==> config.mk <==
export PLATFORM = sky130hd
export DESIGN_NAME = burst_decode
export DESIGN_NICKNAME = d
export VERILOG_FILES = /design/src/logic/mem_pkg.sv /design/src/logic/axi_pkg.sv /design/src/logic/burst_decode.sv
export SDC_FILE = /design/constraint.sdc
export NUM_CORES = 1
export LEC_CHECK = 0
export BUFFER_PORTS_ARGS = -buffer_cell sky130_fd_sc_hd__buf_2
export CAP_MARGIN = 0
export CORE_ASPECT_RATIO = 1.4
export CORE_MARGIN = 2
export CORE_UTILIZATION = 35
export CTS_CLUSTER_DIAMETER = 60
export DETAILED_ROUTE_END_ITERATION = 10
export SLEW_MARGIN = 20
export SYNTH_ARGS = -nofsm -noshare
export SYNTH_HDL_FRONTEND = slang
export SYNTH_SLANG_ARGS = --single-unit
==> constraint.sdc <==
create_clock -name clk_i -period 2 [get_ports clk_i]
set_input_delay 0.3 -clock clk_i [delete_from_list [all_inputs] [get_ports clk_i]]
set_output_delay 0.3 -clock clk_i [all_outputs]
set_load 0.05 [all_outputs]
==> src/logic/mem_pkg.sv <==
// Memory geometry and the burst decoder states.
// All transfers are full bus width, so a beat always covers one word.

package mem_pkg;

  localparam int unsigned ADDR_W    = 16;
  localparam int unsigned DATA_W    = 32;
  localparam int unsigned STRB_W    = DATA_W / 8;
  localparam int unsigned ID_W      = 4;
  localparam int unsigned MEM_WORDS = 1024;
  localparam int unsigned WORD_AW   = 10;

  // Burst decoder FSM
  typedef enum logic [1:0] {
    IDLE  = 2'b00,
    BURST = 2'b01,
    RESP  = 2'b10
  } dec_state_e;

endpackage

==> src/logic/axi_pkg.sv <==
// AXI4 protocol encodings shared by the memory slave.
// Only the burst types and response codes this slave uses are listed;
// burst encoding 2'b11 is reserved and is treated as an error burst.

package axi_pkg;

  // Burst length field and the longest burst the slave accepts
  localparam int unsigned LEN_W   = 8;
  localparam int unsigned MAX_LEN = 15;

  // AXI AxBURST encoding
  typedef enum logic [1:0] {
    FIXED = 2'b00,
    INCR  = 2'b01,
    WRAP  = 2'b10
  } burst_e;

  // AXI xRESP encoding
  typedef enum logic [1:0] {
    OKAY   = 2'b00,
    EXOKAY = 2'b01,
    SLVERR = 2'b10,
    DECERR = 2'b11
  } resp_e;

endpackage
==> src/logic/burst_decode.sv <==
// Accepts one address request at a time and walks its beat word indexes.
// The low address bits inside a word are ignored, full-width beats only.
// An INCR burst that runs past the top word wraps around the array.
// Errors are decided from the start address, burst type and length.

module burst_decode (
  input  logic                       clk_i,
  input  logic                       reset_i,
  input  logic                       req_valid_i,
  output logic                       req_ready_o,
  input  logic [mem_pkg::ADDR_W-1:0] req_addr_i,
  input  logic [axi_pkg::LEN_W-1:0]  req_len_i,
  input  axi_pkg::burst_e            req_burst_i,
  input  logic [mem_pkg::ID_W-1:0]   req_id_i,
  input  logic                       advance_i,
  input  logic                       done_i,
  output logic                       beat_o,
  output logic [mem_pkg::WORD_AW-1:0] word_o,
  output logic                       last_o,
  output axi_pkg::resp_e             err_o,
  output logic [mem_pkg::ID_W-1:0]   id_o,
  output logic                       busy_o
);

  // Byte offset bits below the word index
  localparam int unsigned OFFS_W = $clog2(mem_pkg::STRB_W);

  mem_pkg::dec_state_e         state_q;
  mem_pkg::dec_state_e         state_d;
  logic [mem_pkg::WORD_AW-1:0] word_q;
  logic [axi_pkg::LEN_W-1:0]   len_q;
  logic [axi_pkg::LEN_W-1:0]   cnt_q;
  axi_pkg::burst_e             burst_q;
  logic [mem_pkg::ID_W-1:0]    id_q;
  axi_pkg::resp_e              err_q;
  axi_pkg::resp_e              req_err;
  logic                        req_hs;
  logic                        step;

  assign req_ready_o = (state_q == mem_pkg::IDLE);
  assign req_hs      = req_valid_i && req_ready_o;
  assign beat_o      = (state_q == mem_pkg::BURST);
  assign busy_o      = (state_q != mem_pkg::IDLE);
  assign last_o      = (cnt_q == len_q);
  assign step        = advance_i && beat_o;

  assign word_o = word_q;
  assign err_o  = err_q;
  assign id_o   = id_q;

  // Address range first, then burst type and length
  always_comb begin
    req_err = axi_pkg::OKAY;
    if (32'(req_addr_i) >= mem_pkg::MEM_WORDS * mem_pkg::STRB_W) begin
      req_err = axi_pkg::DECERR;
    end else if (!(req_burst_i inside {axi_pkg::FIXED, axi_pkg::INCR})) begin
      req_err = axi_pkg::SLVERR;
    end else if (req_len_i > axi_pkg::LEN_W'(axi_pkg::MAX_LEN)) begin
      req_err = axi_pkg::SLVERR;
    end
  end

  always_comb begin
    state_d = state_q;
    case (state_q)
      mem_pkg::IDLE: begin
        if (req_hs) begin
          state_d = mem_pkg::BURST;
        end
      end
      mem_pkg::BURST: begin
        // Read side releases straight from the last beat
        if (step && last_o) begin
          state_d = done_i ? mem_pkg::IDLE : mem_pkg::RESP;
        end
      end
      mem_pkg::RESP: begin
        if (done_i) begin
          state_d = mem_pkg::IDLE;
        end
      end
      default: state_d = mem_pkg::IDLE;
    endcase
  end

  always_ff @(posedge clk_i) begin
    if (reset_i) begin
      state_q <= mem_pkg::IDLE;
    end else begin
      state_q <= state_d;
    end
  end

  // Request fields and beat counter, reloaded on every request
  always_ff @(posedge clk_i) begin
    if (req_hs) begin
      word_q  <= req_addr_i[OFFS_W +: mem_pkg::WORD_AW];
      len_q   <= req_len_i;
      cnt_q   <= '0;
      burst_q <= req_burst_i;
      id_q    <= req_id_i;
      err_q   <= req_err;
    end else if (step) begin
      cnt_q <= cnt_q + 1'b1;
      // FIXED bursts stay on the start word
      if (burst_q == axi_pkg::INCR) begin
        word_q <= word_q + 1'b1;
      end
    end
  end

endmodule

# [Yosys cells after proc, flatten, opt, wreduce, memory -nomap -nowiden]
# Cells that the tools add are included.
[word_totals] reg_bits=36 inputBits=35 out_inout_bits=20 elab_cells=43
[classes] n_addsub=2 order_cmp=2 n_eq_ne=8 n_mux=10 n_bitwise=1 n_reduce_logical=12
[ops] cell="$mux W10" n=3
[ops] cell="$ge A16 B13 Y1 const B" n=1
[ops] cell="$add A10 B1 Y10 const B" n=1
[ops] cell="$mux W2" n=5
[ops] cell="$add A8 B1 Y8 const B" n=1
[ops] cell="$eq A8 B8 Y1" n=1
[ops] cell="$gt A8 B4 Y1 const B" n=1
[ops] cell="$reduce_bool A2 Y1" n=4
[ops] cell="$eq A2 B1 Y1 const B" n=3
[ops] cell="$pmux W2 S3" n=1
[ops] cell="$logic_not A2 Y1" n=2
[ops] cell="$ne A2 B1 Y1 const B" n=2
[ops] cell="$logic_and A1 B1 Y1" n=3
[ops] cell="$reduce_and A3 Y1" n=1
[ops] cell="$eq A2 B2 Y1 const B" n=1
[ops] cell="$ne A2 B2 Y1 const B" n=1
[ops] cell="$reduce_and A2 Y1" n=1
[ops] cell="$reduce_or A2 Y1" n=1
[ops] cell="$mux W1" n=1
[ops] cell="$not A1 Y1" n=1

# [Depth between registers and ports, before layout]
[depth] word_depth=5 depth_mapped=6 ltp_nobuf=5

# [Least setup slack after synthesis]
# No wires, ideal clock.
[synth_path] kind="register -> register" start="register state_q[0]" end="register word_q, in the netlist word_o[0], enable pin" setup_time_ps=391 t_arrival_ps=1815 t_required_ps=1609 slack_ps=-206 stages_incl_launch_ff=4 path_buffers=0 synth_period_minus_slack_ps=2206 path_cell_list="dfxtp_1 > nor2_1 > nand2_1 > o21ai_0"
[synth_via] elab_chain_len=4 elab_cells_between_ends=7 classes_between="eq/ne: 1; reduce/logical: 6"
[synth_rtl] item="start: declaration" line="burst_decode.sv:28" source="mem_pkg::dec_state_e state_q;"
[synth_rtl] item="start signal: assignment" line="burst_decode.sv:88" source="state_q <= mem_pkg::IDLE;"
[synth_rtl] item="start signal: assignment" line="burst_decode.sv:90" source="state_q <= state_d;"
[synth_rtl] item="$logic_not A2 Y1 (*)" line="burst_decode.sv:40" source="assign req_ready_o = (state_q == mem_pkg::IDLE);"
[synth_rtl] item="via req_ready_o" line="burst_decode.sv:10" source="output logic req_ready_o,"
[synth_rtl] item="$logic_and A1 B1 Y1 (*)" line="burst_decode.sv:41" source="assign req_hs = req_valid_i && req_ready_o;"
[synth_rtl] item="$reduce_bool A2 Y1 (no source line)"
[synth_rtl] item="$reduce_and A2 Y1 (no source line) (*)"
[synth_rtl] item="end signal: assignment" line="burst_decode.sv:97" source="word_q <= req_addr_i[OFFS_W +: mem_pkg::WORD_AW];"
[synth_rtl] item="end signal: assignment" line="burst_decode.sv:107" source="word_q <= word_q + 1'b1;"
[synth_rtl] item="end: declaration" line="burst_decode.sv:30" source="logic [mem_pkg::WORD_AW-1:0] word_q;"
# Mark *: on every way through the listed nets, which the timed path passes. The rest lies on a longest branch.
# A chain may end at the register's enable or synchronous reset.

# [Worst setup path in the final report]
[layout_path] start="register cnt_q[3] (netlist name)" end="output last_o"
[layout_via] elab_chain_len=1
[layout_rtl] item="start: declaration" line="burst_decode.sv:32" source="logic [axi_pkg::LEN_W-1:0] cnt_q;"
[layout_rtl] item="start signal: assignment" line="burst_decode.sv:104" source="cnt_q <= cnt_q + 1'b1;"
[layout_rtl] item="$eq A8 B8 Y1" line="burst_decode.sv:44" source="assign last_o = (cnt_q == len_q);"
[layout_rtl] item="end: declaration" line="burst_decode.sv:19" source="output logic last_o,"
# Every way passes these cells.

==> results.py <==
metrics = {
    "clocking": {
        "ctsHtreeMaxLevel": 2,
        "cts_tree": "built",
        "cts_buffer_depth": 2,
        "insertion_delay_ns": 0.29,
        "clk_pin_slew_ns": 0.07,
        "cts_hold_buf": 0,
        "cts_buffers": 5,
        "cts_num_sinks": 36,
        "cts_resized": 0,
        "cts_root_buf": "clkbuf_8",
        "cts_setup_buffers": 0,
    },
    "logic_synthesis": {
        "yosys.area.top_type": "edfxtp_1",
        "synth.top_cell.area_share_pct": 49.0,
        "avgSynthCellArea_um2": 11.5,
        "synth_seq_cells": 36,
        "syn_area_um2": 1590,
        "synth_cell_types": 30,
        "synthTopCellsByArea": "edfxtp_1 49%, dfxtp_1 13%, xnor2_1 9.3%",
        "syn_inst": 138,
        "yosysWarnings": 0,
        "ys_seq_area_share_pct": 61.6,
        "synth_nets": 175,
    },
    "layout": {
        "final_util_pct": 45.4,
        "insertedDiodeCount": 0,
        "register_area_um2": 981,
        "final_common_cell": "buf_2",
        "area_delta_synth_final_pct": 27.1,
        "mostFrequentLayoutCells": "52 x buf_2, 26 x edfxtp_1, 18 x nand2_1",
        "nFillCells": 439,
        "layout.nets": 233,
        "multi_input_area_um2": 581,
        "drive_gt1_share_pct": 33.5,
    },
    "route": {
        "vias": 1182,
        "wl_per_cell_um": 10.8,
        "vias_per_cell": 4.56,
        "final_antenna_net_count": 0,
        "first_pass_iters": 4,
        "drt_iter0_drc": 27,
        "wl_mm": 2.81,
        "drc_errors": 0,
    },
    "die": {
        "initial_utilization_pct": 35.7,
        "num_rows": 29,
        "die_w_um": 61.0,
        "die_h_um": 83.8,
        "core_um2": 4460,
        "dieArea_um2": 5110,
        "ios": 55,
    },
    "timing": {
        "rsz0062_at_grt": "false",
        "tightest_slew_ns": 0.310,
        "fin_crit_sh_pct": 89.3,
        "max_slew_margin_pct": 79.1,
        "clock_skew_ns": 0.00380,
        "hold_viol": 0,
        "holdWs_ns": 0.174,
        "drv_slew": 0,
        "tns_ns": 0,
        "period_needed_ns": 1.79,
        "setup_viol": 0,
        "timing.fmax_mhz": 560,
    },
    "min_path": {
        "hold_path_end": "state_q[1]",
        "worstHoldPathCells": 2,
        "min-delay-path-class": "input pin to flip-flop",
        "hold_path_startpoint": "done_i",
    },
    "setup_path": {
        "required_ns": 1.70,
        "cp_top_family": "flip-flops",
        "crit_path_max_incr_delay_ns": 0.45,
        "r2r_cells": 5,
        "path_buf_inv": 1,
        "path_class": "flip-flop to primary output",
        "crit_path_end_kind": "primary output",
        "r2r-end": "word_o[6]",
        "crit_fanout": 7,
        "start_kind": "flip-flop",
        "cpMaxStageDelayCell": "dfxtp_1",
        "rr_startpoint": "word_o[0]",
        "reg2reg_slack_ns": 0.46,
        "arrival_ns": 1.49,
        "path_cells": "xnor2_1 -> nand4_1 -> nor2_1 -> buf_2",
    },
    "power": {
        "p_per_area_nw_per_um2": 815,
        "power.total_uw": 1650,
        "p_leak_uw": 0.000771,
        "ir_drop_uv": 480,
    },
    "status": {
        "status": "complete, no violations",
    },
    "place": {
        "globalplace.congestion": 0.669,
        "dp_hpwl_mm": 2.20,
        "port_buffers": 52,
    },
    "run": {
        "maxCapViolations": 0,
    },
    "grt": {
        "grt_max_degree": 23,
        "overflow": 0,
        "grt_pass1_wl_mm": 4.55,
        "grt_pass1_vias": 1125,
        "grt_usage_pct": 12.0,
        "antenna_found_initial": 0,
    },
}
Yosys cell counts (all sizes together):
cell type	number
nand2b	1
nand2	18
nor3	4
inv	4
and3	2
a21oi	3
or3	2
nand3	6
o21ai	13
nor4	1
xor2	3
clkbuf	1
dfxtp	10
buf	2
nor2	10
edfxtp	26
ha	2
and3b	1
o32a	1
nand4	6
xnor2	17
a31oi	1
nand3b	1
nor2b	1
or4	2
worst max-delay path by stage:
stage / startpoint / endpoint / cells after the start
2_1_floorplan: state_q[0] / word_o[0] / 3
3_3_place_gp: word_o[0] / word_o[6] / 5
3_5_place_dp: word_o[0] / word_o[6] / 5
4_1_cts: cnt_q[3] / last_o / 4
5_1_grt: cnt_q[3] / last_o / 4
6_report: cnt_q[3] / last_o / 4
metal layers:
| layer | vias to the layer above | global-route usage (%) | share of wire (%) |
|---|---|---|---|
| li1 | 608 | - | - |
| met1 | 529 | 12.0 | 39 |
| met2 | 39 | 21.5 | 54 |
| met3 | 6 | 4.19 | 5.6 |
| met4 | 0 | 4.74 | 1.6 |
| met5 | - | 0 | 0 |
metrics by stage:
step	instances	setup slack, ns	instance area [um^2]
finish	259	0.213	2020
global route	259	0.0801	2020
CTS	259	0.178	2020
detailed placement	251	0.438	1940
global placement	251	0.462	1940
floorplan	138	0.0998	1600
final cells by class:
type | instances | share of cell area [%]
multi-input cells | 95 | 28.7
flip-flops and latches | 36 | 48.5
well taps | 62 | 3.83
repair buffers | 54 | 14.2
clock inverters | 3 | 0.680
inverters | 4 | 0.742
clock buffers | 5 | 3.40
cells by family after synthesis:
logic type | count (synthesis) | synth area share (%)
buf+inv | 7 | 2.12
compound gates | 18 | 6.05
xor+xnor | 20 | 11.0
flops | 36 | 61.6
fa+ha+maj | 2 | 1.57
simple gates | 55 | 17.7
state kept, by name (all words and copies together) (netlist names):
name / flops
burst_q: 2
cnt_q: 8
err_o: 2
id_o: 4
len_q: 8
state_q: 2
word_o: 10
worst register-to-register path, cell delays in order, from the launching register on:
cell      delay (ns)
edfxtp_1        0.45
ha_1            0.27
and3_1          0.21
nand3_1         0.11
xor2_1          0.14
o21ai_0         0.10
where the power goes:
group / internal, uW / total (uW) / switching [uW]
combinational: 92.7 / 276 / 183
clock: 236 / 481 / 245
sequential: 856 / 893 / 36.4
total: 1180 / 1650 / 465
(Power assumes the default switching activity.)
