File: config.mk
export PLATFORM = sky130hd
export DESIGN_NAME = read_response
export DESIGN_NICKNAME = d
export VERILOG_FILES = /design/src/logic/mem_pkg.sv /design/src/logic/axi_pkg.sv /design/src/logic/read_response.sv
export SDC_FILE = /design/constraint.sdc
export NUM_CORES = 1
export LEC_CHECK = 0
export BUFFER_PORTS_ARGS = -buffer_cell sky130_fd_sc_hd__buf_2
export CORE_MARGIN = 5
export CORE_UTILIZATION = 40
export CTS_CLUSTER_DIAMETER = 30
export DETAILED_ROUTE_END_ITERATION = 6
export GPL_TIMING_DRIVEN = 1
export SYNTH_ARGS = -nofsm -noshare
export SYNTH_HDL_FRONTEND = slang
export SYNTH_SLANG_ARGS = --single-unit
File: constraint.sdc
create_clock -name clk_i -period 8.35 [get_ports clk_i]
set_input_delay 1.67 -clock clk_i [delete_from_list [all_inputs] [get_ports clk_i]]
set_output_delay 1.67 -clock clk_i [all_outputs]
set_load 0.03 [all_outputs]
File: src/logic/mem_pkg.sv
// Memory geometry and the burst decoder states.
// All transfers are full bus width, so a beat always covers one word.

package mem_pkg;

  localparam int unsigned ADDR_W    = 16;
  localparam int unsigned DATA_W    = 32;
  localparam int unsigned STRB_W    = DATA_W / 8;
  localparam int unsigned ID_W      = 4;
  localparam int unsigned MEM_WORDS = 1024;
  localparam int unsigned WORD_AW   = 10;

  // Burst decoder FSM
  typedef enum logic [1:0] {
    IDLE  = 2'b00,
    BURST = 2'b01,
    RESP  = 2'b10
  } dec_state_e;

endpackage

File: src/logic/axi_pkg.sv
// AXI4 protocol encodings shared by the memory slave.
// Only the burst types and response codes this slave uses are listed;
// burst encoding 2'b11 is reserved and is treated as an error burst.

package axi_pkg;

  // Burst length field and the longest burst the slave accepts
  localparam int unsigned LEN_W   = 8;
  localparam int unsigned MAX_LEN = 15;

  // AXI AxBURST encoding
  typedef enum logic [1:0] {
    FIXED = 2'b00,
    INCR  = 2'b01,
    WRAP  = 2'b10
  } burst_e;

  // AXI xRESP encoding
  typedef enum logic [1:0] {
    OKAY   = 2'b00,
    EXOKAY = 2'b01,
    SLVERR = 2'b10,
    DECERR = 2'b11
  } resp_e;

endpackage
File: src/logic/read_response.sv
// Issues array reads for the active read burst and drives the R channel.
// At most two beats are outstanding across the array read, the holding
// register and the output register. The decoder is only stepped past the
// last beat at the last R handshake, so id and resp stay valid till then.

module read_response (
  input  logic                       clk_i,
  input  logic                       reset_i,
  input  logic                       beat_i,
  input  logic                       last_i,
  input  axi_pkg::resp_e             err_i,
  input  logic [mem_pkg::ID_W-1:0]   id_i,
  output logic                       advance_o,
  output logic                       rd_en_o,
  input  logic [mem_pkg::DATA_W-1:0] rd_data_i,
  output logic                       r_valid_o,
  input  logic                       r_ready_i,
  output logic [mem_pkg::DATA_W-1:0] r_data_o,
  output logic [mem_pkg::ID_W-1:0]   r_id_o,
  output axi_pkg::resp_e             r_resp_o,
  output logic                       r_last_o
);

  logic                       fly_valid_q;
  logic                       fly_last_q;
  logic                       hold_valid_q;
  logic                       hold_last_q;
  logic [mem_pkg::DATA_W-1:0] hold_data_q;
  logic                       out_valid_q;
  logic                       out_last_q;
  logic [mem_pkg::DATA_W-1:0] out_data_q;
  logic                       last_issued_q;
  logic [mem_pkg::DATA_W-1:0] fly_data;
  logic [1:0]                 occ;
  logic                       r_hs;
  logic                       issue;
  logic                       out_load;

  assign r_hs = out_valid_q && r_ready_i;

  // Beats that will still be held after this cycle
  assign occ   = 2'(fly_valid_q) + 2'(hold_valid_q) + 2'(out_valid_q) - 2'(r_hs);
  assign issue = beat_i && !last_issued_q && (occ < 2'd2);

  assign rd_en_o   = issue && (err_i == axi_pkg::OKAY);
  assign advance_o = (issue && !last_i) || (r_hs && out_last_q);

  // Error bursts return zero data
  assign fly_data = (err_i == axi_pkg::OKAY) ? rd_data_i : '0;
  assign out_load = r_hs || !out_valid_q;

  always_ff @(posedge clk_i) begin
    if (reset_i) begin
      fly_valid_q   <= 1'b0;
      hold_valid_q  <= 1'b0;
      out_valid_q   <= 1'b0;
      last_issued_q <= 1'b0;
    end else begin
      fly_valid_q <= issue;
      if (out_load) begin
        out_valid_q  <= hold_valid_q || fly_valid_q;
        hold_valid_q <= 1'b0;
      end else if (fly_valid_q) begin
        hold_valid_q <= 1'b1;
      end
      if (issue && last_i) begin
        last_issued_q <= 1'b1;
      end else if (r_hs && out_last_q) begin
        last_issued_q <= 1'b0;
      end
    end
  end

  always_ff @(posedge clk_i) begin
    if (issue) begin
      fly_last_q <= last_i;
    end
    if (out_load) begin
      if (hold_valid_q) begin
        out_data_q <= hold_data_q;
        out_last_q <= hold_last_q;
      end else begin
        out_data_q <= fly_data;
        out_last_q <= fly_last_q && fly_valid_q;
      end
    end else if (fly_valid_q) begin
      // Output stalled, catch the word coming out of the array
      hold_data_q <= fly_data;
      hold_last_q <= fly_last_q;
    end
  end

  assign r_valid_o = out_valid_q;
  assign r_data_o  = out_data_q;
  assign r_last_o  = out_last_q;
  assign r_id_o    = id_i;
  assign r_resp_o  = err_i;

endmodule

### Word level (Yosys, flattened, before mapping)

Cells that the tools add are included.

| operators by class | value |
|---|---|
| $add $sub $neg | 3 |
| magnitude comparators | 1 |
| multiplexer cells | 5 |
| bitwise logic cells | 1 |
| reductions and logical operators | 18 |

Operators with widths:

| operator | number |
|---|---|
| 2-to-1 mux 32 bit | 2 |
| logical AND 1 bit | 8 |
| logical NOT 1 bit | 3 |
| logical OR 1 bit | 3 |
| 2-to-1 mux 1 bit | 3 |
| adder 1 x 1 -> 2 bit | 1 |
| adder 2 x 1 -> 2 bit | 1 |
| logical NOT 2 bit | 1 |
| less-than comparator 2 bit, second input constant | 1 |
| AND reduction 2 bit | 1 |
| nonzero test 2 bit | 1 |
| OR reduction 2 bit | 1 |
| subtractor 2 x 1 -> 2 bit | 1 |
| inverter 1 bit | 1 |

| word-level totals | value |
|---|---|
| bits in registers | 71 |
| input bits | 43 |
| output and inout port bits | 42 |
| logic and storage cells | 37 |

### Depth between registers and ports, before layout

Gate-level depths: netlist (run 1).

| depth | value |
|---|---|
| word-level depth | 7 |
| gate-level depth with buffers | 7 |
| gate-level depth less buffers | 7 |

### Least setup slack after synthesis (run 1)

OpenSTA, ideal clock, no wires.

| timing path | value |
|---|---|
| path kind | input port to output port |
| start | input r_ready_i |
| end | output rd_en_o |
| arrival time | 3.581 ns |
| data required time | 6.680 ns |
| slack | 3.099 ns |
| stages on the path | 7 |
| path buffers | 0 |
| cell sequence | and2_1 > ha_1 > inv_1 > ha_1 > a21oi_2 > xnor2_1 > nor4_1 |

| on the way | value |
|---|---|
| longest elaborated chain between the ends | 5 |

Ends and longest elaborated chain:

| element | RTL line | text |
|---|---|---|
| start, declared | read_response.sv:17 | `input logic r_ready_i,` |
| logical AND 1 bit | read_response.sv:39 | `assign r_hs = out_valid_q && r_ready_i;` |
| subtractor 2 x 1 -> 2 bit | read_response.sv:42 | `assign occ = 2'(fly_valid_q) + 2'(hold_valid_q) + 2'(out_valid_q) - 2'(r_hs);` |
| less-than comparator 2 bit | read_response.sv:43 | `assign issue = beat_i && !last_issued_q && (occ < 2'd2);` |
| logical AND 1 bit | read_response.sv:43 |  |
| logical AND 1 bit | read_response.sv:45 | `assign rd_en_o = issue && (err_i == axi_pkg::OKAY);` |
| end, declared | read_response.sv:14 | `output logic rd_en_o,` |

Every way passes these cells.

### Final worst setup path (run 1)

| timing path | value |
|---|---|
| start | input r_ready_i |
| end | output advance_o |

| on the way | value |
|---|---|
| longest elaborated chain between the ends | 6 |
| elaborated cells between the ends (all ways) | 7 |
| those cells by class | add/sub: 1; order compare: 1; reduce/logical: 5 |

Ends and longest elaborated chain:

| element | RTL line | text |
|---|---|---|
| logical AND 1 bit * | read_response.sv:39 |  |
| subtractor 2 x 1 -> 2 bit | read_response.sv:42 |  |
| less-than comparator 2 bit | read_response.sv:43 |  |
| logical AND 1 bit | read_response.sv:43 |  |
| logical AND 1 bit | read_response.sv:46 | `assign advance_o = (issue && !last_i) \|\| (r_hs && out_last_q);` |
| logical OR 1 bit * | read_response.sv:46 |  |
| end, declared | read_response.sv:13 | `output logic advance_o,` |

Mark *: on every way between the ends. The rest lies on a longest branch, timed or not.

==> reports/results.txt, run 1 <==
In this run the worst setup path terminates at advance_o. Clock tree synthesis inserted a total of 9 buffers. The floorplan core area was 7210 µm²; the number of pins exceeding their max-slew limit in the final report was 0. The slowest stage of the critical path is the ha_1 cell. Horizontal die dimension: 95.7 µm. Clock tree root buffer cell: clkbuf_8. The internal power component is 597 µW, and the reported leakage power is 0.00149 µW. The buffer and inverter count on the worst path is 3, and the worst-case vdd ir drop is 0.0000766 V. Of all flip-flops after synthesis, the portion carrying an async set or reset was 0%.

The fraction of power spent switching nets was 22.9%; the switching power was 178 µW. Port buffering added 76 buffers. Summing the sequential cell areas from Yosys gives 71.1% of the chip area. The routed design has 5310 µm of wire.

Setup repair after global routing left no endpoint under its margin. For this block, the initial DRC count from the detailed router was 48. Cells fill 49.8% of the core in the end. The synthesis warning total was 0; the H-tree depth was 3.

Of the cells placed in the final design, the portion with a size suffix greater than 1 is 62.6%. The global-route track usage on met1 is 16.4%, and the per-instance average area after synthesis is 16.8 µm². The post-cts sizing count is 0.

Counting flops with a built-in enable in the synthesized netlist gives 67. For the hold buffer count at CTS, the log shows 0. The number of nets produced by synthesis is 220. In this run the cell area of the synthesized design comes to 2940 µm². Type of the worst setup path: input port to output pin. For this run, the post-layout net count is 294.

After detailed routing, the average wire length per cell comes to 15.0 µm. Part of the total power dissipated in combinational logic: 9.7%. Data arrives at the worst endpoint at 3.30 ns.

The number of hold violations in the final report was 0; the total global routing overflow was 0. The clock network burns 37.4% of the power. The tools report the slack of the worst reg-to-reg path as 5.95 ns. The flow ran to the end, and the final reports show no timing, DRC or antenna violations. The first-pass iteration count of the detailed router was 4. In the synthesized netlist the dominant register cell turns out to be edfxtp_1. The logs give 1,746 for the number of global-route vias before repair and 337 for the placed cell count.

The number of nets with antenna violations after detailed routing was 0. Static timing analysis puts the maximum clock frequency at 201 MHz. The post-route total power came out at 775 µW.

Walking the worst path, the cells encountered are buf_2, and2_1, ha_1, inv_1, ha_1, a21oi_2, xnor2_1, o31ai_1, buf_2. In the finished design, the share of the clock period the worst path needs comes to 59.5%. The min-delay analysis places its worst path in the category flop to flop. The category of the worst setup path launch point was an input port.

The remaining design rule violation count is 0, and the setup-violating endpoint count in the final report is 0. The detailed router placed 1,644 vias in this run. Total of max-cap violations: 0. For this run, the total global-route usage over all layers was measured as 12.4%. The worst path needs 4.97 ns of the cycle, external delays included. The tools report the critical path capture point type as an output pin. In this run the number of cells on the critical path is 9. Number of buffers inserted by post-CTS setup repair: 0.

The endpoint identified for the worst register-to-register timing path is hold_data_q[31]. The kind of cell with the highest combined delay along the critical path is adder cells. On the final layout, the worst clock skew is 0.00648 ns. The number of instances in the synthesized netlist was 175.

The logs give 52.9% for the register share of total power and 0 ns for the final-layout setup total negative slack. In this run the most used layer during global routing was met2. Clock input transition at the sequential cells of the worst setup and hold paths: 0.07 ns. Excluding fillers, the count of instances in the completed layout stands at 353.

For the number of core rows, the log shows 31. The tools report the routability congestion estimate as 0.749. Entering global routing, the biggest net connects 37 pins. The global routing usage on met3 was 4.22%; the starting density of the core was 40.8%. Post-detailed-placement half-perimeter wirelength: 3340 µm. The startpoint identified for the worst register-to-register timing path is r_valid_o.

The number of synthesized register bits is 71, and the clock sink count is 71. The run gives 18.4% as the met2 usage. The largest single stage delay on the critical path is 0.28 ns. From synthesis to final layout, the design area changed by 22.1%. For the worst setup path, the data required time is 6.68 ns. The die covers 9170 µm². The floorplan die height works out to 95.7 µm.

0 antenna diodes ended up in the layout. The maximum fanout count along the critical path is 4, and the clock latency reported for the late side of the worst-skew pair is 0.34 ns. The average via count per standard cell is 4.66, and the count of cells along the worst register-to-register path is 2.

During I/O placement, the number of pins put on the boundary was 85. Measured against its own limit, the worst slew margin works out to 31.1%. Dividing total power by cell area gives a power density of 216 nW/µm². The startpoint of the worst setup timing path is r_ready_i. Counting distinct cell types in the post-synthesis netlist gives 25. The initial antenna violation count was 1. The tools report the deepest clock path buffer count as 2.

Wire length of the first global-routing pass: 8410 µm. At the pin with the least slew margin, the transition time is 1.03 ns. TritonCTS built the clock tree.
==> per-layer routing <==
layer | share of wire [%] | routed length, µm | vias up
met5 | 0.38 | 20 | -
met4 | 1.0 | 55 | 2
met3 | 8.1 | 429 | 11
met2 | 43 | 2270 | 60
li1 | - | - | 791
met1 | 48 | 2530 | 780
==> cell type report <==
| cell class | instances | area, µm² |
|---|---|---|
| fill | 658 | 3620 |
| clock buffer | 9 | 124 |
| clock inverter | 7 | 87.6 |
| timing repair buffer | 76 | 380 |
| multi-input combinational | 89 | 773 |
| inverter | 2 | 7.51 |
| sequential | 71 | 2090 |
| tap | 99 | 124 |
==> per-stage QoR <==
stage / hold WS [ns] / setup slack [ns] / area [µm²]
after floorplan: 0.427 / 3.10 / 2940
after CTS: 0.470 / 3.38 / 3590
after global routing: 0.479 / 3.27 / 3590
after detailed placement: 0.453 / 3.40 / 3380
after global placement: 0.432 / 3.44 / 3380
final: 0.465 / 3.38 / 3590
==> worst register-to-register path: stages (launching register included) <==
cell and delay, ns:
dfxtp_1 0.42, nand2b_2 0.59, nor2_4 0.98
==> synth_stat cells, drive strengths merged, types with 2 or more instances <==
| cell type | count | share of area (%) |
|---|---|---|
| nor2 | 4 | 0.51 |
| mux2 | 32 | 12 |
| nand2 | 4 | 0.51 |
| nor3 | 2 | 0.34 |
| dfxtp | 4 | 2.7 |
| and2 | 33 | 8.3 |
| inv | 2 | 0.26 |
| nand2b | 2 | 0.68 |
| a21oi | 2 | 0.47 |
| edfxtp | 67 | 68 |
| buf | 10 | 2.2 |
| ha | 2 | 0.85 |
| clkbuf | 3 | 0.51 |
==> power by group through the flow <==
stage | combinational (µW) | sequential [µW] | clock [µW]
after floorplan | 28.0 | 443 | 0
after global placement | 75.2 | 418 | 0
after detailed placement | 76.2 | 418 | 0
after CTS | 76.5 | 410 | 298
after global routing | 81.4 | 411 | 313
final | 75.2 | 410 | 290
==> how the worst min path moves through the flow <==
stage / startpoint / end / slack [ns] / cells after the start
finish: fly_last_q / hold_last_q / 0.46 / 0
global route: fly_last_q / hold_last_q / 0.48 / 0
CTS: fly_last_q / hold_last_q / 0.47 / 0
detailed placement: fly_last_q / hold_last_q / 0.45 / 0
global placement: fly_last_q / hold_last_q / 0.43 / 0
floorplan: fly_last_q / hold_last_q / 0.43 / 0
==> cells in the final DEF, fill, tap and decap left out, drive strengths merged, types with 3 or more instances in the layout <==
cell type	instances
dfxtp	4
clkbuf	9
and2	33
buf	76
nor2	4
edfxtp	67
nand2	4
clkinv	3
mux2	32
==> logic make-up (layout without fill, tap and decap cells) <==
group	Yosys count	count (layout)	synth area share, %
DFF	71	71	71.1
and+or+nand+nor	49	49	11.4
muxes	32	32	12.3
buffers and inverters	15	94	2.98
AOI/OAI and AO/OA	5	5	1.11
adders and majority gates	2	2	0.851
xor gates and xnor gates	1	1	0.298
(Power assumes the default switching activity.)
==> run 2: changes to the inputs <==
--- a/config.mk
+++ b/config.mk
@@ -11,6 +11,7 @@
 export CTS_CLUSTER_DIAMETER = 30
 export DETAILED_ROUTE_END_ITERATION = 6
 export GPL_TIMING_DRIVEN = 1
+export PLACE_DENSITY = 0.67
 export SYNTH_ARGS = -nofsm -noshare
 export SYNTH_HDL_FRONTEND = slang
 export SYNTH_SLANG_ARGS = --single-unit
==> constraint.sdc (replaced) <==
create_clock -name clk_i -period 4.35 [get_ports clk_i]
set_input_delay 0.87 -clock clk_i [delete_from_list [all_inputs] [get_ports clk_i]]
set_output_delay 0.87 -clock clk_i [all_outputs]
set_load 0.03 [all_outputs]
==> run 2 against run 1 <==
Power is 83% higher. Highest routed layer is now met4. Non-clock buffer count is 2 higher. Via count is 0.49% lower. Core utilization is 0.26 points lower. Register-to-register slack worse by 3.6 ns.
==> reports/results.txt, run 2 (synthesis results as in run 1) <==
The first detailed-routing pass took 4 iterations. The run gives 11.6% as the overall routing resource usage. OpenSTA, run right after detailed placement, puts the worst setup slack at 0.988 ns.

The die is 95.7 µm tall. The worst hold path was traced through 0 stages. The logs give 47 for the first-iteration detailed-routing DRC count and 0.982 ns for the slack of the critical path. The run gives 0.00149 µW as the reported leakage power. The logs give 0 ns for the final-layout setup total negative slack and 0 for the number of buffers inserted by post-CTS setup repair. The worst register-to-register path ends at hold_data_q[16]. The worst setup path is captured at an output pin. The post-layout net count came out at 296. The worst hold-check path type is flop to flop. In the routed layout, each cell is associated on average with a via count of 4.62. The final route contains 1,636 vias.

For this configuration, the core starts out at a cell density of 40.8%. Launch point of the worst reg-to-reg path: r_valid_o. The clock tree synthesis step divided the H-tree into 3 levels. Setup repair after global routing left no endpoint under its margin. Wires add up to 5110 µm. The tools report the floorplan core area as 7210 µm². The library cells used most frequently in the layout, excluding fill and tap cells, are buf_2 (76), edfxtp_1 (67), mux2_2 (32). In this run the horizontal extent of the chip is 95.7 µm. In this run the count of I/O pins placed on the die edge is 85.

The category of the worst setup path launch point is an input port. After clock tree synthesis, the clock-pin slew on the worst setup and hold paths is 0.07 ns. The run gives 0 as the initial antenna violation count. The run gives 0 as the number of pins exceeding their max-slew limit in the final report. The logs give 0.0120 ns for the setup clock skew after layout and 0 for the total global routing overflow.

For the total of max-cap violations, the log shows 0. After legalization and detailed placement, the total HPWL measured 3240 µm. IR analysis of the VDD net gives a maximum drop of 0.000159 V. The number of global-route vias before repair came out at 1,637. The run gives 3.48 ns as the worst endpoint required time.

In the final routed layout, each cell accounts on average for 14.4 µm. The multi-input combinational cell area is 773 µm². The run gives 0 as the number of hold violations in the final report. Clock tree root buffer cell: clkbuf_8. The number of core rows was 31; the antenna cell count was 0. The clock latency reported for the late side of the worst-skew pair is 0.34 ns, and the deepest clock path buffer count is 2.

The largest net degree at the start of global routing is 37, and the wire length of the first global-routing pass is 7810 µm. The fraction of layout cells with a size suffix above 1 is 62.4%. The flow ran to the end, and the final reports show no timing, DRC or antenna violations. At the worst endpoint, the arrival time is 2.50 ns. The count of buffers added on input and output ports is 76.

TritonCTS built the clock tree. The total area of sequential cells is 2090 µm², and the achievable clock frequency is 297 MHz. Hold buffer count at CTS: 0. Power spread over the standard cell area amounts to 397 nW/µm².

The logs give 0 for the setup-violating endpoint count in the final report and 633 for the number of fillers in the final layout. Startpoint of the lowest-slack hold path: fly_last_q. The tools report the number of nets with antenna violations after detailed routing as 0. In the routed design, unresolved DRC markers number 0. The leading cell type in the layout, fill and taps excluded was buf_2. Relative slew slack: 28.6%.

The worst hold path terminates at hold_last_q. Maximum fanout count along the critical path: 4. The minimum clock period after layout was 3.37 ns; the final clock period utilization by the worst path was 77.4%. Clock tree synthesis inserted a total of 9 buffers. At the pin with the least slew margin, the transition time is 1.07 ns. Type of the worst setup path: input port to output pin.

The tools report the slack of the worst reg-to-reg path as 2.40 ns. CTS saw 71 sinks. The floorplan step defined a die boundary enclosing 9170 µm².

Measured in cells, the most critical reg-to-reg path has a length of 3. For the post-cts sizing count, the log shows 0. Layout overhead on the synthesized area: 21.4%. The run gives 0.695 as the routability congestion estimate.
run 2: per-layer routing:
| metal | track usage (%) | wire length, µm | vias up | part of all wire [%] |
|---|---|---|---|---|
| met1 | 14.5 | 2250 | 779 | 44 |
| met3 | 3.75 | 368 | 8 | 7.2 |
| met5 | 0 | 0 | - | 0 |
| met2 | 18.1 | 2430 | 62 | 48 |
| li1 | - | - | 787 | - |
| met4 | 5.69 | 65 | 0 | 1.3 |
run 2: layout make-up:
type	count	area share, %
Clock buffer	10	3.57
Clock inverter	5	1.40
Inverter	2	0.210
Multi-Input combinational cell	89	21.7
Sequential cell	71	58.6
Tap cell	99	3.47
Timing Repair Buffer	78	11.1
run 2: how the worst max path moves through the flow:
stage               from              to  slack (ns)  cells past startpoint
6_report       r_ready_i       advance_o        0.98                      9
5_1_grt        r_ready_i         rd_en_o        0.85                      9
4_1_cts        r_ready_i       advance_o        0.98                      9
3_5_place_dp   r_ready_i       advance_o        0.99                      9
3_3_place_gp   r_ready_i       advance_o        1.04                      9
2_1_floorplan  r_ready_i  hold_data_q[0]        0.67                      2
run 2: metrics by stage:
stage          area (µm²)  instances  hold slack (ns)  util [%]  total power [µW]
2_1_floorplan        2940        175            0.427         -               903
3_3_place_gp         3390        339            0.433      47.0               945
3_5_place_dp         3390        339            0.439      47.0               947
4_1_cts              3570        354            0.463      49.5              1430
5_1_grt              3570        354            0.469      49.5              1470
6_report             3570        354            0.462      49.5              1420
run 2: worst max-delay path, stage by stage:
cell,delay [ns]
buf_2,0.11
and2_1,0.15
ha_1,0.26
inv_1,0.04
ha_1,0.28
a21oi_2,0.22
xnor2_1,0.14
o31ai_1,0.20
buf_2,0.23
run 2: where the power goes:
group | switching (µW) | internal (µW)
logic | 91.8 | 52.8
registers | 8.52 | 776
clock network | 232 | 257
