File: src/logic/mem_pkg.sv
// Memory geometry and the burst decoder states.
// All transfers are full bus width, so a beat always covers one word.

package mem_pkg;

  localparam int unsigned ADDR_W    = 16;
  localparam int unsigned DATA_W    = 32;
  localparam int unsigned STRB_W    = DATA_W / 8;
  localparam int unsigned ID_W      = 4;
  localparam int unsigned MEM_WORDS = 1024;
  localparam int unsigned WORD_AW   = 10;

  // Burst decoder FSM
  typedef enum logic [1:0] {
    IDLE  = 2'b00,
    BURST = 2'b01,
    RESP  = 2'b10
  } dec_state_e;

endpackage

File: src/logic/axi_pkg.sv
// AXI4 protocol encodings shared by the memory slave.
// Only the burst types and response codes this slave uses are listed;
// burst encoding 2'b11 is reserved and is treated as an error burst.

package axi_pkg;

  // Burst length field and the longest burst the slave accepts
  localparam int unsigned LEN_W   = 8;
  localparam int unsigned MAX_LEN = 15;

  // AXI AxBURST encoding
  typedef enum logic [1:0] {
    FIXED = 2'b00,
    INCR  = 2'b01,
    WRAP  = 2'b10
  } burst_e;

  // AXI xRESP encoding
  typedef enum logic [1:0] {
    OKAY   = 2'b00,
    EXOKAY = 2'b01,
    SLVERR = 2'b10,
    DECERR = 2'b11
  } resp_e;

endpackage
File: src/logic/write_response.sv
// Accepts W beats for the active write burst and returns the B response.
// The beat count comes from the decoder, w_last is not looked at here.
// Error bursts still take all their beats but never write the array.

module write_response (
  input  logic                       clk_i,
  input  logic                       reset_i,
  input  logic                       busy_i,
  input  logic                       last_i,
  input  axi_pkg::resp_e             err_i,
  input  logic [mem_pkg::ID_W-1:0]   id_i,
  input  logic                       w_valid_i,
  output logic                       w_ready_o,
  input  logic [mem_pkg::STRB_W-1:0] w_strb_i,
  output logic                       wr_en_o,
  output logic                       advance_o,
  output logic                       done_o,
  output logic                       b_valid_o,
  input  logic                       b_ready_i,
  output logic [mem_pkg::ID_W-1:0]   b_id_o,
  output axi_pkg::resp_e             b_resp_o
);

  logic                     b_valid_q;
  logic [mem_pkg::ID_W-1:0] b_id_q;
  axi_pkg::resp_e           b_resp_q;
  logic                     w_hs;

  // W is closed while a B response is pending
  assign w_ready_o = busy_i && !b_valid_q;
  assign w_hs      = w_valid_i && w_ready_o;
  assign advance_o = w_hs;
  assign wr_en_o   = w_hs && (err_i == axi_pkg::OKAY) && (|w_strb_i);
  assign done_o    = b_valid_q && b_ready_i;

  assign b_valid_o = b_valid_q;
  assign b_id_o    = b_id_q;
  assign b_resp_o  = b_resp_q;

  always_ff @(posedge clk_i) begin
    if (reset_i) begin
      b_valid_q <= 1'b0;
    end else if (w_hs && last_i) begin
      b_valid_q <= 1'b1;
    end else if (done_o) begin
      b_valid_q <= 1'b0;
    end
  end

  always_ff @(posedge clk_i) begin
    if (w_hs && last_i) begin
      b_id_q   <= id_i;
      b_resp_q <= err_i;
    end
  end

endmodule

File: config.mk
export PLATFORM = sky130hd
export DESIGN_NAME = write_response
export DESIGN_NICKNAME = d
export VERILOG_FILES = /design/src/logic/mem_pkg.sv /design/src/logic/axi_pkg.sv /design/src/logic/write_response.sv
export SDC_FILE = /design/constraint.sdc
export NUM_CORES = 1
export LEC_CHECK = 0
export BUFFER_PORTS_ARGS = -buffer_cell sky130_fd_sc_hd__buf_4
export CAP_MARGIN = 10
export CORE_AREA = 4 4 41 43
export CTS_BUF_LIST = sky130_fd_sc_hd__clkbuf_16
export CTS_CLUSTER_SIZE = 30
export DETAILED_ROUTE_END_ITERATION = 16
export DIE_AREA = 0 0 45 47
export SKIP_CTS_REPAIR_TIMING = 1
export SLEW_MARGIN = 20
export SYNTH_ARGS = -nofsm -noshare
export SYNTH_HDL_FRONTEND = slang
export SYNTH_SLANG_ARGS = --single-unit
export TNS_END_PERCENT = 30
File: constraint.sdc
create_clock -name clk_i -period 1.2 [get_ports clk_i]
set_clock_uncertainty 0.05 [all_clocks]
set_input_delay 0.12 -clock clk_i [delete_from_list [all_inputs] [get_ports clk_i]]
set_output_delay 0.12 -clock clk_i [all_outputs]
set_load 0.02 [all_outputs]
Yosys cells after proc, flatten, opt, wreduce, memory -nomap -nowiden
Index checks and enable logic that the tools add are counted.
Widths: inputs -> output; s select.
{"block": "totals", "elab_cells": 15, "output_inout_bits": 11, "input_bits": 16, "reg_bits": 7}
{"block": "op_classes", "reduce_logical": 10, "mux": 2}
{"op": "$logic_and 1x1->1", "n": 6}
{"op": "$reduce_or 4->1", "n": 1}
{"op": "$logic_not 2->1", "n": 1}
{"op": "$mux 1", "n": 2}
{"op": "$reduce_bool 2->1", "n": 1}
{"op": "$logic_not 1->1", "n": 1}

Depth between registers and ports, before layout
Gate-level depths: netlist (run 1).
{"block": "depth", "ltp_word": 5, "depth_mapped": 2, "mapped_depth_nobuf": 2}

Least setup slack after synthesis (run 1)
Ideal clock, no wire load.
{"block": "synth_timing", "path_type": "reg2out", "from": "reg b_valid_q (netlist: b_valid_o)", "to": "out wr_en_o", "path_buffers": 0, "required_time_ns": 1.030, "setup_slack_ns": -0.141, "t_arrival_ns": 1.171, "stages_incl_launch_ff": 3, "path_cell_list": "dfxtp_1 and3b_2 nor4b_2"}
{"block": "synth_via", "elab_chain_cells": 5}
{"element": "start, declared", "line_no": "write_response.sv:24", "text": "logic b_valid_q;"}
{"element": "start signal, assigned", "line_no": "write_response.sv:42", "text": "b_valid_q <= 1'b0;"}
{"element": "start signal, assigned", "line_no": "write_response.sv:44", "text": "b_valid_q <= 1'b1;"}
{"element": "start signal, assigned", "line_no": "write_response.sv:46", "text": "b_valid_q <= 1'b0;"}
{"element": "$logic_not 1->1", "line_no": "write_response.sv:30", "text": "assign w_ready_o = busy_i && !b_valid_q;"}
{"element": "$logic_and 1x1->1", "line_no": "write_response.sv:30"}
{"element": "$logic_and 1x1->1", "line_no": "write_response.sv:31", "text": "assign w_hs = w_valid_i && w_ready_o;"}
{"element": "net advance_o", "line_no": "write_response.sv:16", "text": "output logic advance_o,"}
{"element": "$logic_and 1x1->1 (2 in a row)", "line_no": "write_response.sv:33", "text": "assign wr_en_o = w_hs && (err_i == axi_pkg::OKAY) && (|w_strb_i);"}
{"element": "end, declared", "line_no": "write_response.sv:15", "text": "output logic wr_en_o,"}
The timed path passes the listed nets, and every way through them passes these cells.

Worst setup path in the final report (run 1)
{"block": "layout_timing", "from": "reg b_valid_q (netlist: b_valid_o)", "to": "out wr_en_o"}
{"block": "layout_via", "elab_chain_cells": 5}
{"element": "$logic_not 1->1", "line_no": "write_response.sv:30"}
{"element": "$logic_and 1x1->1", "line_no": "write_response.sv:30"}
{"element": "$logic_and 1x1->1", "line_no": "write_response.sv:31"}
{"element": "$logic_and 1x1->1 (2 in a row)", "line_no": "write_response.sv:33"}
Every way passes these cells.

==> results of run 1 <==
final timing paths:
path / from / endpoint / cells after the start
worst min register to register: b_valid_o / b_valid_o / 2
worst max register to register: b_valid_o / b_id_o[0] / 2
worst max-delay path: b_valid_o / wr_en_o / 3
worst min-delay path: id_i[2] / b_id_o[2] / 1
Yosys cell counts:
| cell type | n | area share (%) |
|---|---|---|
| nand4b_1 | 1 | 3.2 |
| nand2b_1 | 1 | 2.3 |
| and3b_2 | 1 | 3.7 |
| inv_1 | 1 | 1.4 |
| edfxtp_1 | 6 | 66 |
| dfxtp_1 | 1 | 7.4 |
| a21oi_1 | 1 | 1.8 |
| nor4b_2 | 1 | 5.5 |
| nor4_1 | 1 | 2.3 |
| and2b_2 | 1 | 3.2 |
| and2_2 | 1 | 2.8 |
per-stage QoR:
step	util, %	instance area [um2]	setup WS, ns	instances
2_1_floorplan	-	282	0.0235	16
3_3_place_gp	38.7	503	0.126	58
3_5_place_dp	38.7	503	0.117	58
4_1_cts	44.7	582	-0.137	62
5_1_grt	46.5	606	-0.153	64
6_report	46.5	606	-0.124	64
flip-flops by register name, indices dropped and copies added, names as in the netlist:
name,count
b_resp_o,2
b_valid_o,1
b_id_o,4
cells by family (layout without fill, tap and decap cells):
| kind of cell | count (synthesis) | after routing | share of synthesized area (%) |
|---|---|---|---|
| simple gates | 7 | 7 | 23.0 |
| compound gates | 1 | 1 | 1.84 |
| buf+inv | 1 | 34 | 1.38 |
| flops | 7 | 7 | 73.7 |
cell type report:
cell class              instances  area [um2]
flip-flops and latches          7         204
fillers                       124         696
clock inverters                 1        3.75
inverters                       1        3.75
clock buffers                   3        75.1
multi-input cells               8        76.3
well taps                      15        18.8
repair buffers                 29         224
routing by layer:
layer	part of all wire (%)	up-vias	track usage [%]
met5	0	-	0
met4	0	0	5.26
met3	20	0	4.21
met2	42	27	9.60
met1	38	112	9.15
li1	-	126	-
power by group through the flow:
stage                     logic (mW)  registers, mW  clock network (mW)
after floorplan               0.0224          0.289                   0
after global placement        0.0945          0.281                   0
after detailed placement      0.0952          0.281                   0
after CTS                     0.0957          0.278               0.549
after global routing           0.107          0.276               0.568
final                          0.101          0.275               0.540
==> results.sh, run 1 <==
export IMPL_outcome="complete, but fails checks"
export IMPL_violations="negative setup slack"
export IMPL_io_buffers=26
export IMPL_antenna_found_initial=0
export IMPL_hp_class="primary input to flip-flop"
export IMPL_grt_overflow=0
export IMPL_yosys_warnings=0
export IMPL_cap_violations=0
export IMPL_max_freq_mhz=755
export IMPL_floorplan_die_width_um=45
export IMPL_critPathKind="flip-flop to primary output"
export IMPL_totalWireLength_um=798
export IMPL_setup_ws_ns=-0.124
export IMPL_fin_crit_sh_pct=110
export IMPL_clk_pin_slew_ns=0.03
export IMPL_pwr_share_comb_pct=11.0
export IMPL_critPathTopFamily="simple AND/OR/NAND/NOR gates"
export IMPL_p_seq_share_pct=30.0
export IMPL_dp_hpwl_um=678
export IMPL_clock_latency_ns=0.22
export IMPL_finalHoldViolations=0
export IMPL_vias=265
export IMPL_avgSynthCellArea_um2=17.0
export IMPL_rsz0062_at_grt="true"
export IMPL_drc=0
export IMPL_mostFrequentLayoutCells="buf_4 (27), edfxtp_1 (6), clkbuf_16 (3)"
export IMPL_initial_core_util_pct=20.9
export IMPL_cp_required_ns=1.03
export IMPL_crit_fanout=3
export IMPL_routedWlPerCell_um=12.5
export IMPL_cp_num_buf_inv=1
export IMPL_worst_slew_pin_slew_ns=0.250
export IMPL_synthCells=16
export IMPL_clock_root_buffer="clkbuf_16"
export IMPL_slew_viol_final=0
export IMPL_die_h_um=47
export IMPL_grt_pass1_vias=238
export IMPL_ant_nets=0
export IMPL_fin_tns_setup_ns=-0.124
export IMPL_drt_iter0_drc=1
export IMPL_max_vdd_ir_drop_mv=0.639
export IMPL_routabilityCongestion=0.634
export IMPL_crit_path_max_incr_delay_ns=0.33
export IMPL_power_switching_mw=0.151
export IMPL_layout_drive_gt1_share_pct=73.5
export IMPL_pwr_density_cell_mw_per_mm2=1510
export IMPL_clock_sinks=7
export IMPL_timing_reg2reg_setup_slack_ns=0.12
export IMPL_cts_buffer_depth=2
export IMPL_rows=13
export IMPL_h_tree_depth=1
export IMPL_synth_seq_cells=7
export IMPL_p_leak_nw=0.280
export IMPL_totalPowerFinal_mw=0.916
export IMPL_diodes=0
export IMPL_cts_buffers=3
export IMPL_ys_types=11
export IMPL_viasPerCell=4.14
export IMPL_cp_cell_sequence="and3b_2 > nor4b_4 > buf_4"
export IMPL_grtUsageTotal_pct=7.43
export IMPL_final_common_cell="buf_4"
export IMPL_grt_max_degree=7
export IMPL_ios=27
export IMPL_hold_slack_ns=0.0241
export IMPL_swShare_pct=16.5
export IMPL_drtPass1Iterations=3
export IMPL_p_int_mw=0.765
export IMPL_cts_tree="yes"
export IMPL_arrival_ns=1.15
export IMPL_dieArea_mm2=0.00212
export IMPL_cp_start_kind="flip-flop"
export IMPL_synth_cell_area_um2=272
export IMPL_area_growth_pct=123
export IMPL_grt_pass1_wl_um=1010
export IMPL_final_nets=66
export IMPL_p_clk_share_pct=58.9
export IMPL_core_mm2=0.00130
export IMPL_ys_seq_area_share_pct=73.7
export IMPL_setup_viol=1
export IMPL_slew_limit_headroom_pct=83.2
export IMPL_period_minus_slack_ns=1.32
export IMPL_end_kind="primary output"
export IMPL_cp_slowest_cell="dfxtp_4"
export IMPL_synth_fp_nets=32
Note: power is estimated with default switching activity, not from simulation.
==> run 2: changes to the inputs <==
- CTS_BUF_LIST: sky130_fd_sc_hd__clkbuf_16 -> sky130_fd_sc_hd__clkbuf_2 sky130_fd_sc_hd__clkbuf_4 sky130_fd_sc_hd__clkbuf_8
==> run 2 against run 1 <==
The flow still finishes with violations (negative setup slack). Core utilization fell by 0.38 points. Worst hold slack improved by 0.010 ns. Fmax fell by 1.5%. Clock-buffer cell count rose by 1. Die area did not move. Worst setup slack got worse by 0.020 ns. Critical path type unchanged. Highest routed layer unchanged.
==> results.sh, run 2 (synthesis gave the netlist of run 1 again) <==
export IMPL_outcome="complete, but fails checks"
export IMPL_violations="negative setup slack"
export IMPL_cp_depth=3
export IMPL_setup_viol=2
export IMPL_worst_slew_pin_slew_ns=0.250
export IMPL_clock_sinks=7
export IMPL_initial_core_util_pct=20.9
export IMPL_grt_overflow=0
export IMPL_p_leak_nw=0.274
export IMPL_largest_reg_flops=4
export IMPL_ios=27
export IMPL_rows=13
export IMPL_fin_util_pct=46.2
export IMPL_cts_buffers=3
export IMPL_drc=0
export IMPL_cp_required_ns=1.03
export IMPL_io_buffers=26
export IMPL_routedWlPerCell_um=12.1
export IMPL_core_mm2=0.00130
export IMPL_arrival_ns=1.17
export IMPL_reg2regPathDepth=2
export IMPL_post_place_ws_ns=0.117
export IMPL_grt_pass1_vias=247
export IMPL_cp_num_buf_inv=1
export IMPL_setup_ws_ns=-0.144
export IMPL_antenna_found_initial=0
export IMPL_cap_violations=0
export IMPL_slew_limit_headroom_pct=83.2
export IMPL_clock_latency_ns=0.24
export IMPL_routabilityCongestion=0.634
export IMPL_r2r_start="b_valid_o"
export IMPL_mostFrequentLayoutCells="buf_4 (26), edfxtp_1 (6), dlygate4sd3_1 (5)"
export IMPL_drtPass1Iterations=3
export IMPL_ant_nets=0
export IMPL_crit_path_max_incr_delay_ns=0.34
export IMPL_cts_buffer_depth=2
export IMPL_period_minus_slack_ns=1.34
export IMPL_final_nets=70
export IMPL_end_kind="primary output"
export IMPL_dp_hpwl_um=678
export IMPL_max_freq_mhz=744
export IMPL_die_h_um=47
export IMPL_cp_start_kind="flip-flop"
export IMPL_fill_cells=130
export IMPL_cp_slowest_cell="dfxtp_4"
export IMPL_startpoint="b_valid_o"
export IMPL_clk_pin_slew_ns=0.05
export IMPL_drt_iter0_drc=2
export IMPL_cp_endpoint="wr_en_o"
export IMPL_hp_class="primary input to flip-flop"
export IMPL_floorplan_die_width_um=45
export IMPL_h_tree_depth=1
export IMPL_grt_pass1_wl_um=1010
export IMPL_max_vdd_ir_drop_mv=0.400
export IMPL_rsz0062_at_grt="true"
export IMPL_crit_fanout=3
export IMPL_final_common_cell="buf_4"
export IMPL_critPathKind="flip-flop to primary output"
export IMPL_area_growth_pct=121
export IMPL_clock_root_buffer="clkbuf_4"
export IMPL_critPathTopFamily="simple AND/OR/NAND/NOR gates"
export IMPL_cts_tree="yes"
export IMPL_totalWireLength_um=824
export IMPL_cp_cell_sequence="and3b_2 > nor4b_4 > buf_4"
export IMPL_finalHoldViolations=0
export IMPL_grt_max_degree=7
export IMPL_dieArea_mm2=0.00212
export IMPL_vias=279
export IMPL_diodes=0
export IMPL_fin_tns_setup_ns=-0.150
export IMPL_layout_drive_gt1_share_pct=69.8
export IMPL_fin_crit_sh_pct=112
export IMPL_viasPerCell=4.10
export IMPL_slew_viol_final=0
export IMPL_grtUsageTotal_pct=7.43
export IMPL_pwr_density_cell_mw_per_mm2=1020
export IMPL_totalPowerFinal_mw=0.611
export IMPL_timing_reg2reg_setup_slack_ns=0.12
export IMPL_worst_r2r_endpoint="b_id_o[2]"
[run 2: worst min-delay path by stage]
| stage | to | cells after the start | start |
|---|---|---|---|
| detailed placement | b_valid_o | 2 | reset_i |
| finish | b_resp_o[0] | 1 | err_i[0] |
| CTS | b_valid_o | 2 | reset_i |
| floorplan | b_valid_o | 1 | reset_i |
| global route | b_resp_o[1] | 1 | err_i[1] |
| global placement | b_valid_o | 2 | reset_i |
[run 2: routing by layer]
| layer | wire length (um) | share of wire, % | track usage [%] | vias up |
|---|---|---|---|---|
| met5 | 0 | 0 | 0 | - |
| met4 | 0 | 0 | 5.26 | 0 |
| met3 | 150 | 18 | 4.21 | 0 |
| met2 | 357 | 43 | 9.89 | 27 |
| met1 | 316 | 38 | 8.92 | 117 |
| li1 | - | - | - | 135 |
[run 2: per-stage QoR]
step | cells | cell area (um2) | hold WS, ns
after global placement | 58 | 503 | 0.228
after floorplan | 16 | 282 | 0.132
after detailed placement | 58 | 503 | 0.223
after CTS | 62 | 533 | -0.0379
final | 68 | 601 | 0.0344
after global routing | 68 | 601 | 0.0217
[run 2: where the power goes]
| group | total, mW | leakage, nW | switching (mW) | internal [mW] |
|---|---|---|---|---|
| sequential | 0.274 | 0.0639 | 0.00237 | 0.272 |
| clock | 0.225 | 0.0184 | 0.0759 | 0.149 |
| combinational | 0.113 | 0.191 | 0.0431 | 0.0694 |
| total | 0.611 | 0.274 | 0.121 | 0.490 |
[run 2: layout make-up]
type                            count  area [um2]  area share [%]
Timing Repair Buffer               33         268            44.6
Tap cell                           15        18.8            3.13
Inverter                            1        3.75           0.625
Clock buffer                        4        30.0            5.00
Multi-Input combinational cell      8        76.3            12.7
Sequential cell                     7         204            34.0
==> run 3: changes to the inputs <==
- clock period: 1.2 -> 1.6 ns (I/O delays scaled with it)
==> run 3 against run 2 <==
The run now ends clean. Cell count decreased by 8.8%. Combinational power down 39%. Global-route usage fell by 0.42 points. Core utilization decreased by 5.8 points. Sequential power down 24%. Clock-buffer cell count is the same. Critical endpoint unchanged.
==> results.sh, run 3 (synthesis gave the netlist of run 1 again) <==
export IMPL_outcome="finished, final reports clean"
export IMPL_cp_cell_sequence="and3b_2 > nor4b_2 > buf_4"
export IMPL_floorplan_die_width_um=45
export IMPL_final_common_cell="buf_4"
export IMPL_totalWireLength_um=739
export IMPL_reg2regPathDepth=2
export IMPL_core_mm2=0.00130
export IMPL_end_kind="primary output"
export IMPL_arrival_ns=1.18
export IMPL_setup_ws_ns=0.212
export IMPL_cts_tree="yes"
export IMPL_mostFrequentLayoutCells="buf_4 (26), edfxtp_1 (6), clkbuf_4 (4)"
export IMPL_clk_pin_slew_ns=0.05
export IMPL_ant_nets=0
export IMPL_grt_max_degree=7
export IMPL_worst_slew_pin_slew_ns=0.334
export IMPL_clock_latency_ns=0.24
export IMPL_cap_violations=0
export IMPL_cp_slowest_cell="dfxtp_1"
export IMPL_hp_start="id_i[0]"
export IMPL_slew_limit_headroom_pct=77.5
export IMPL_hp_class="primary input to flip-flop"
export IMPL_setup_viol=0
export IMPL_critPathTopFamily="simple AND/OR/NAND/NOR gates"
export IMPL_post_place_ws_ns=0.467
export IMPL_largest_reg_flops=4
export IMPL_p_leak_nw=0.241
export IMPL_diodes=0
export IMPL_vias=251
export IMPL_drc=0
export IMPL_max_freq_mhz=720
export IMPL_ios=27
export IMPL_rows=13
export IMPL_cp_start_kind="flip-flop"
export IMPL_rsz0062_at_grt="false"
export IMPL_timing_reg2reg_setup_slack_ns=0.49
export IMPL_grt_pass1_vias=244
export IMPL_pwr_density_cell_mw_per_mm2=851
export IMPL_drt_iter0_drc=2
export IMPL_routabilityCongestion=0.666
export IMPL_fin_crit_sh_pct=86.8
export IMPL_finalHoldViolations=0
export IMPL_cp_num_buf_inv=1
export IMPL_initial_core_util_pct=20.9
export IMPL_routedWlPerCell_um=11.9
export IMPL_max_vdd_ir_drop_mv=0.425
export IMPL_crit_path_max_incr_delay_ns=0.33
export IMPL_crit_fanout=6
export IMPL_r2r_start="b_valid_o"
export IMPL_cp_required_ns=1.39
export IMPL_antenna_found_initial=0
export IMPL_critPathKind="flip-flop to primary output"
export IMPL_grt_overflow=0
export IMPL_final_nets=64
export IMPL_layout_drive_gt1_share_pct=72.3
export IMPL_worst_r2r_endpoint="b_resp_o[0]"
export IMPL_drtPass1Iterations=2
export IMPL_slew_viol_final=0
export IMPL_grt_pass1_wl_um=972
export IMPL_die_h_um=47
export IMPL_clock_sinks=7
export IMPL_hold_path_depth=1
export IMPL_cts_buffers=3
export IMPL_clock_root_buffer="clkbuf_4"
export IMPL_period_minus_slack_ns=1.39
export IMPL_viasPerCell=4.05
export IMPL_io_buffers=26
export IMPL_dieArea_mm2=0.00212
export IMPL_cts_buffer_depth=2
export IMPL_area_growth_pct=93.5
export IMPL_fin_tns_setup_ns=0
export IMPL_grtUsageTotal_pct=7.01
export IMPL_h_tree_depth=1
export IMPL_hold_path_end="b_id_o[0]"
==> run 3: cell types whose count changed in the layout (fill, tap and decap cells not counted) <==
cell	delta
buf_6	-2
dfxtp_1	+1
dfxtp_4	-1
dlygate4sd3_1	-4
nor4b_2	+1
nor4b_4	-1
==> run 3: cell type report <==
class                           count  area, um2
Fill cell                         139        776
Timing Repair Buffer               27        205
Sequential cell                     7        200
Multi-Input combinational cell      8       67.6
Clock buffer                        4       30.0
Tap cell                           15       18.8
Inverter                            1       3.75
==> run 3: how the worst max path moves through the flow <==
stage / depth (start not counted) / from / to / slack, ns
final: 3 / b_valid_o / wr_en_o / 0.21
after floorplan: 2 / b_valid_o / wr_en_o / 0.22
after global routing: 3 / b_valid_o / wr_en_o / 0.10
after CTS: 3 / b_valid_o / wr_en_o / 0.18
after detailed placement: 3 / b_valid_o / wr_en_o / 0.47
after global placement: 3 / b_valid_o / wr_en_o / 0.48
==> run 3: worst reg2reg max path: cells and delay by family (launching register included) <==
kind	cells	cell delay, ns
DFF	1	0.33
and+or+nand+nor	1	0.20
buffers and inverters	1	0.21
==> run 3: metrics by stage <==
stage	instances	hold WS [ns]	area, um2	util [%]	power, mW
after floorplan	16	0.179	272	-	0.232
after global placement	57	0.266	485	37.3	0.278
after detailed placement	57	0.269	485	37.3	0.278
after CTS	61	0.00163	515	39.6	0.456
after global routing	62	0.0294	526	40.4	0.470
final	62	0.0427	526	40.4	0.447
==> run 3: layer usage <==
metal	vias to the layer above	global-route usage [%]	share of wire, %
met2	27	9.60	41
met1	102	7.93	38
met3	0	4.21	21
li1	122	-	-
met5	-	0	0
met4	0	5.26	0
==> run 3: where the power goes <==
group	internal (mW)	switching (mW)	total [mW]
Sequential	0.205	0.00195	0.207
Combinational	0.0413	0.0276	0.0689
Clock	0.112	0.0599	0.172
Total	0.358	0.0894	0.447
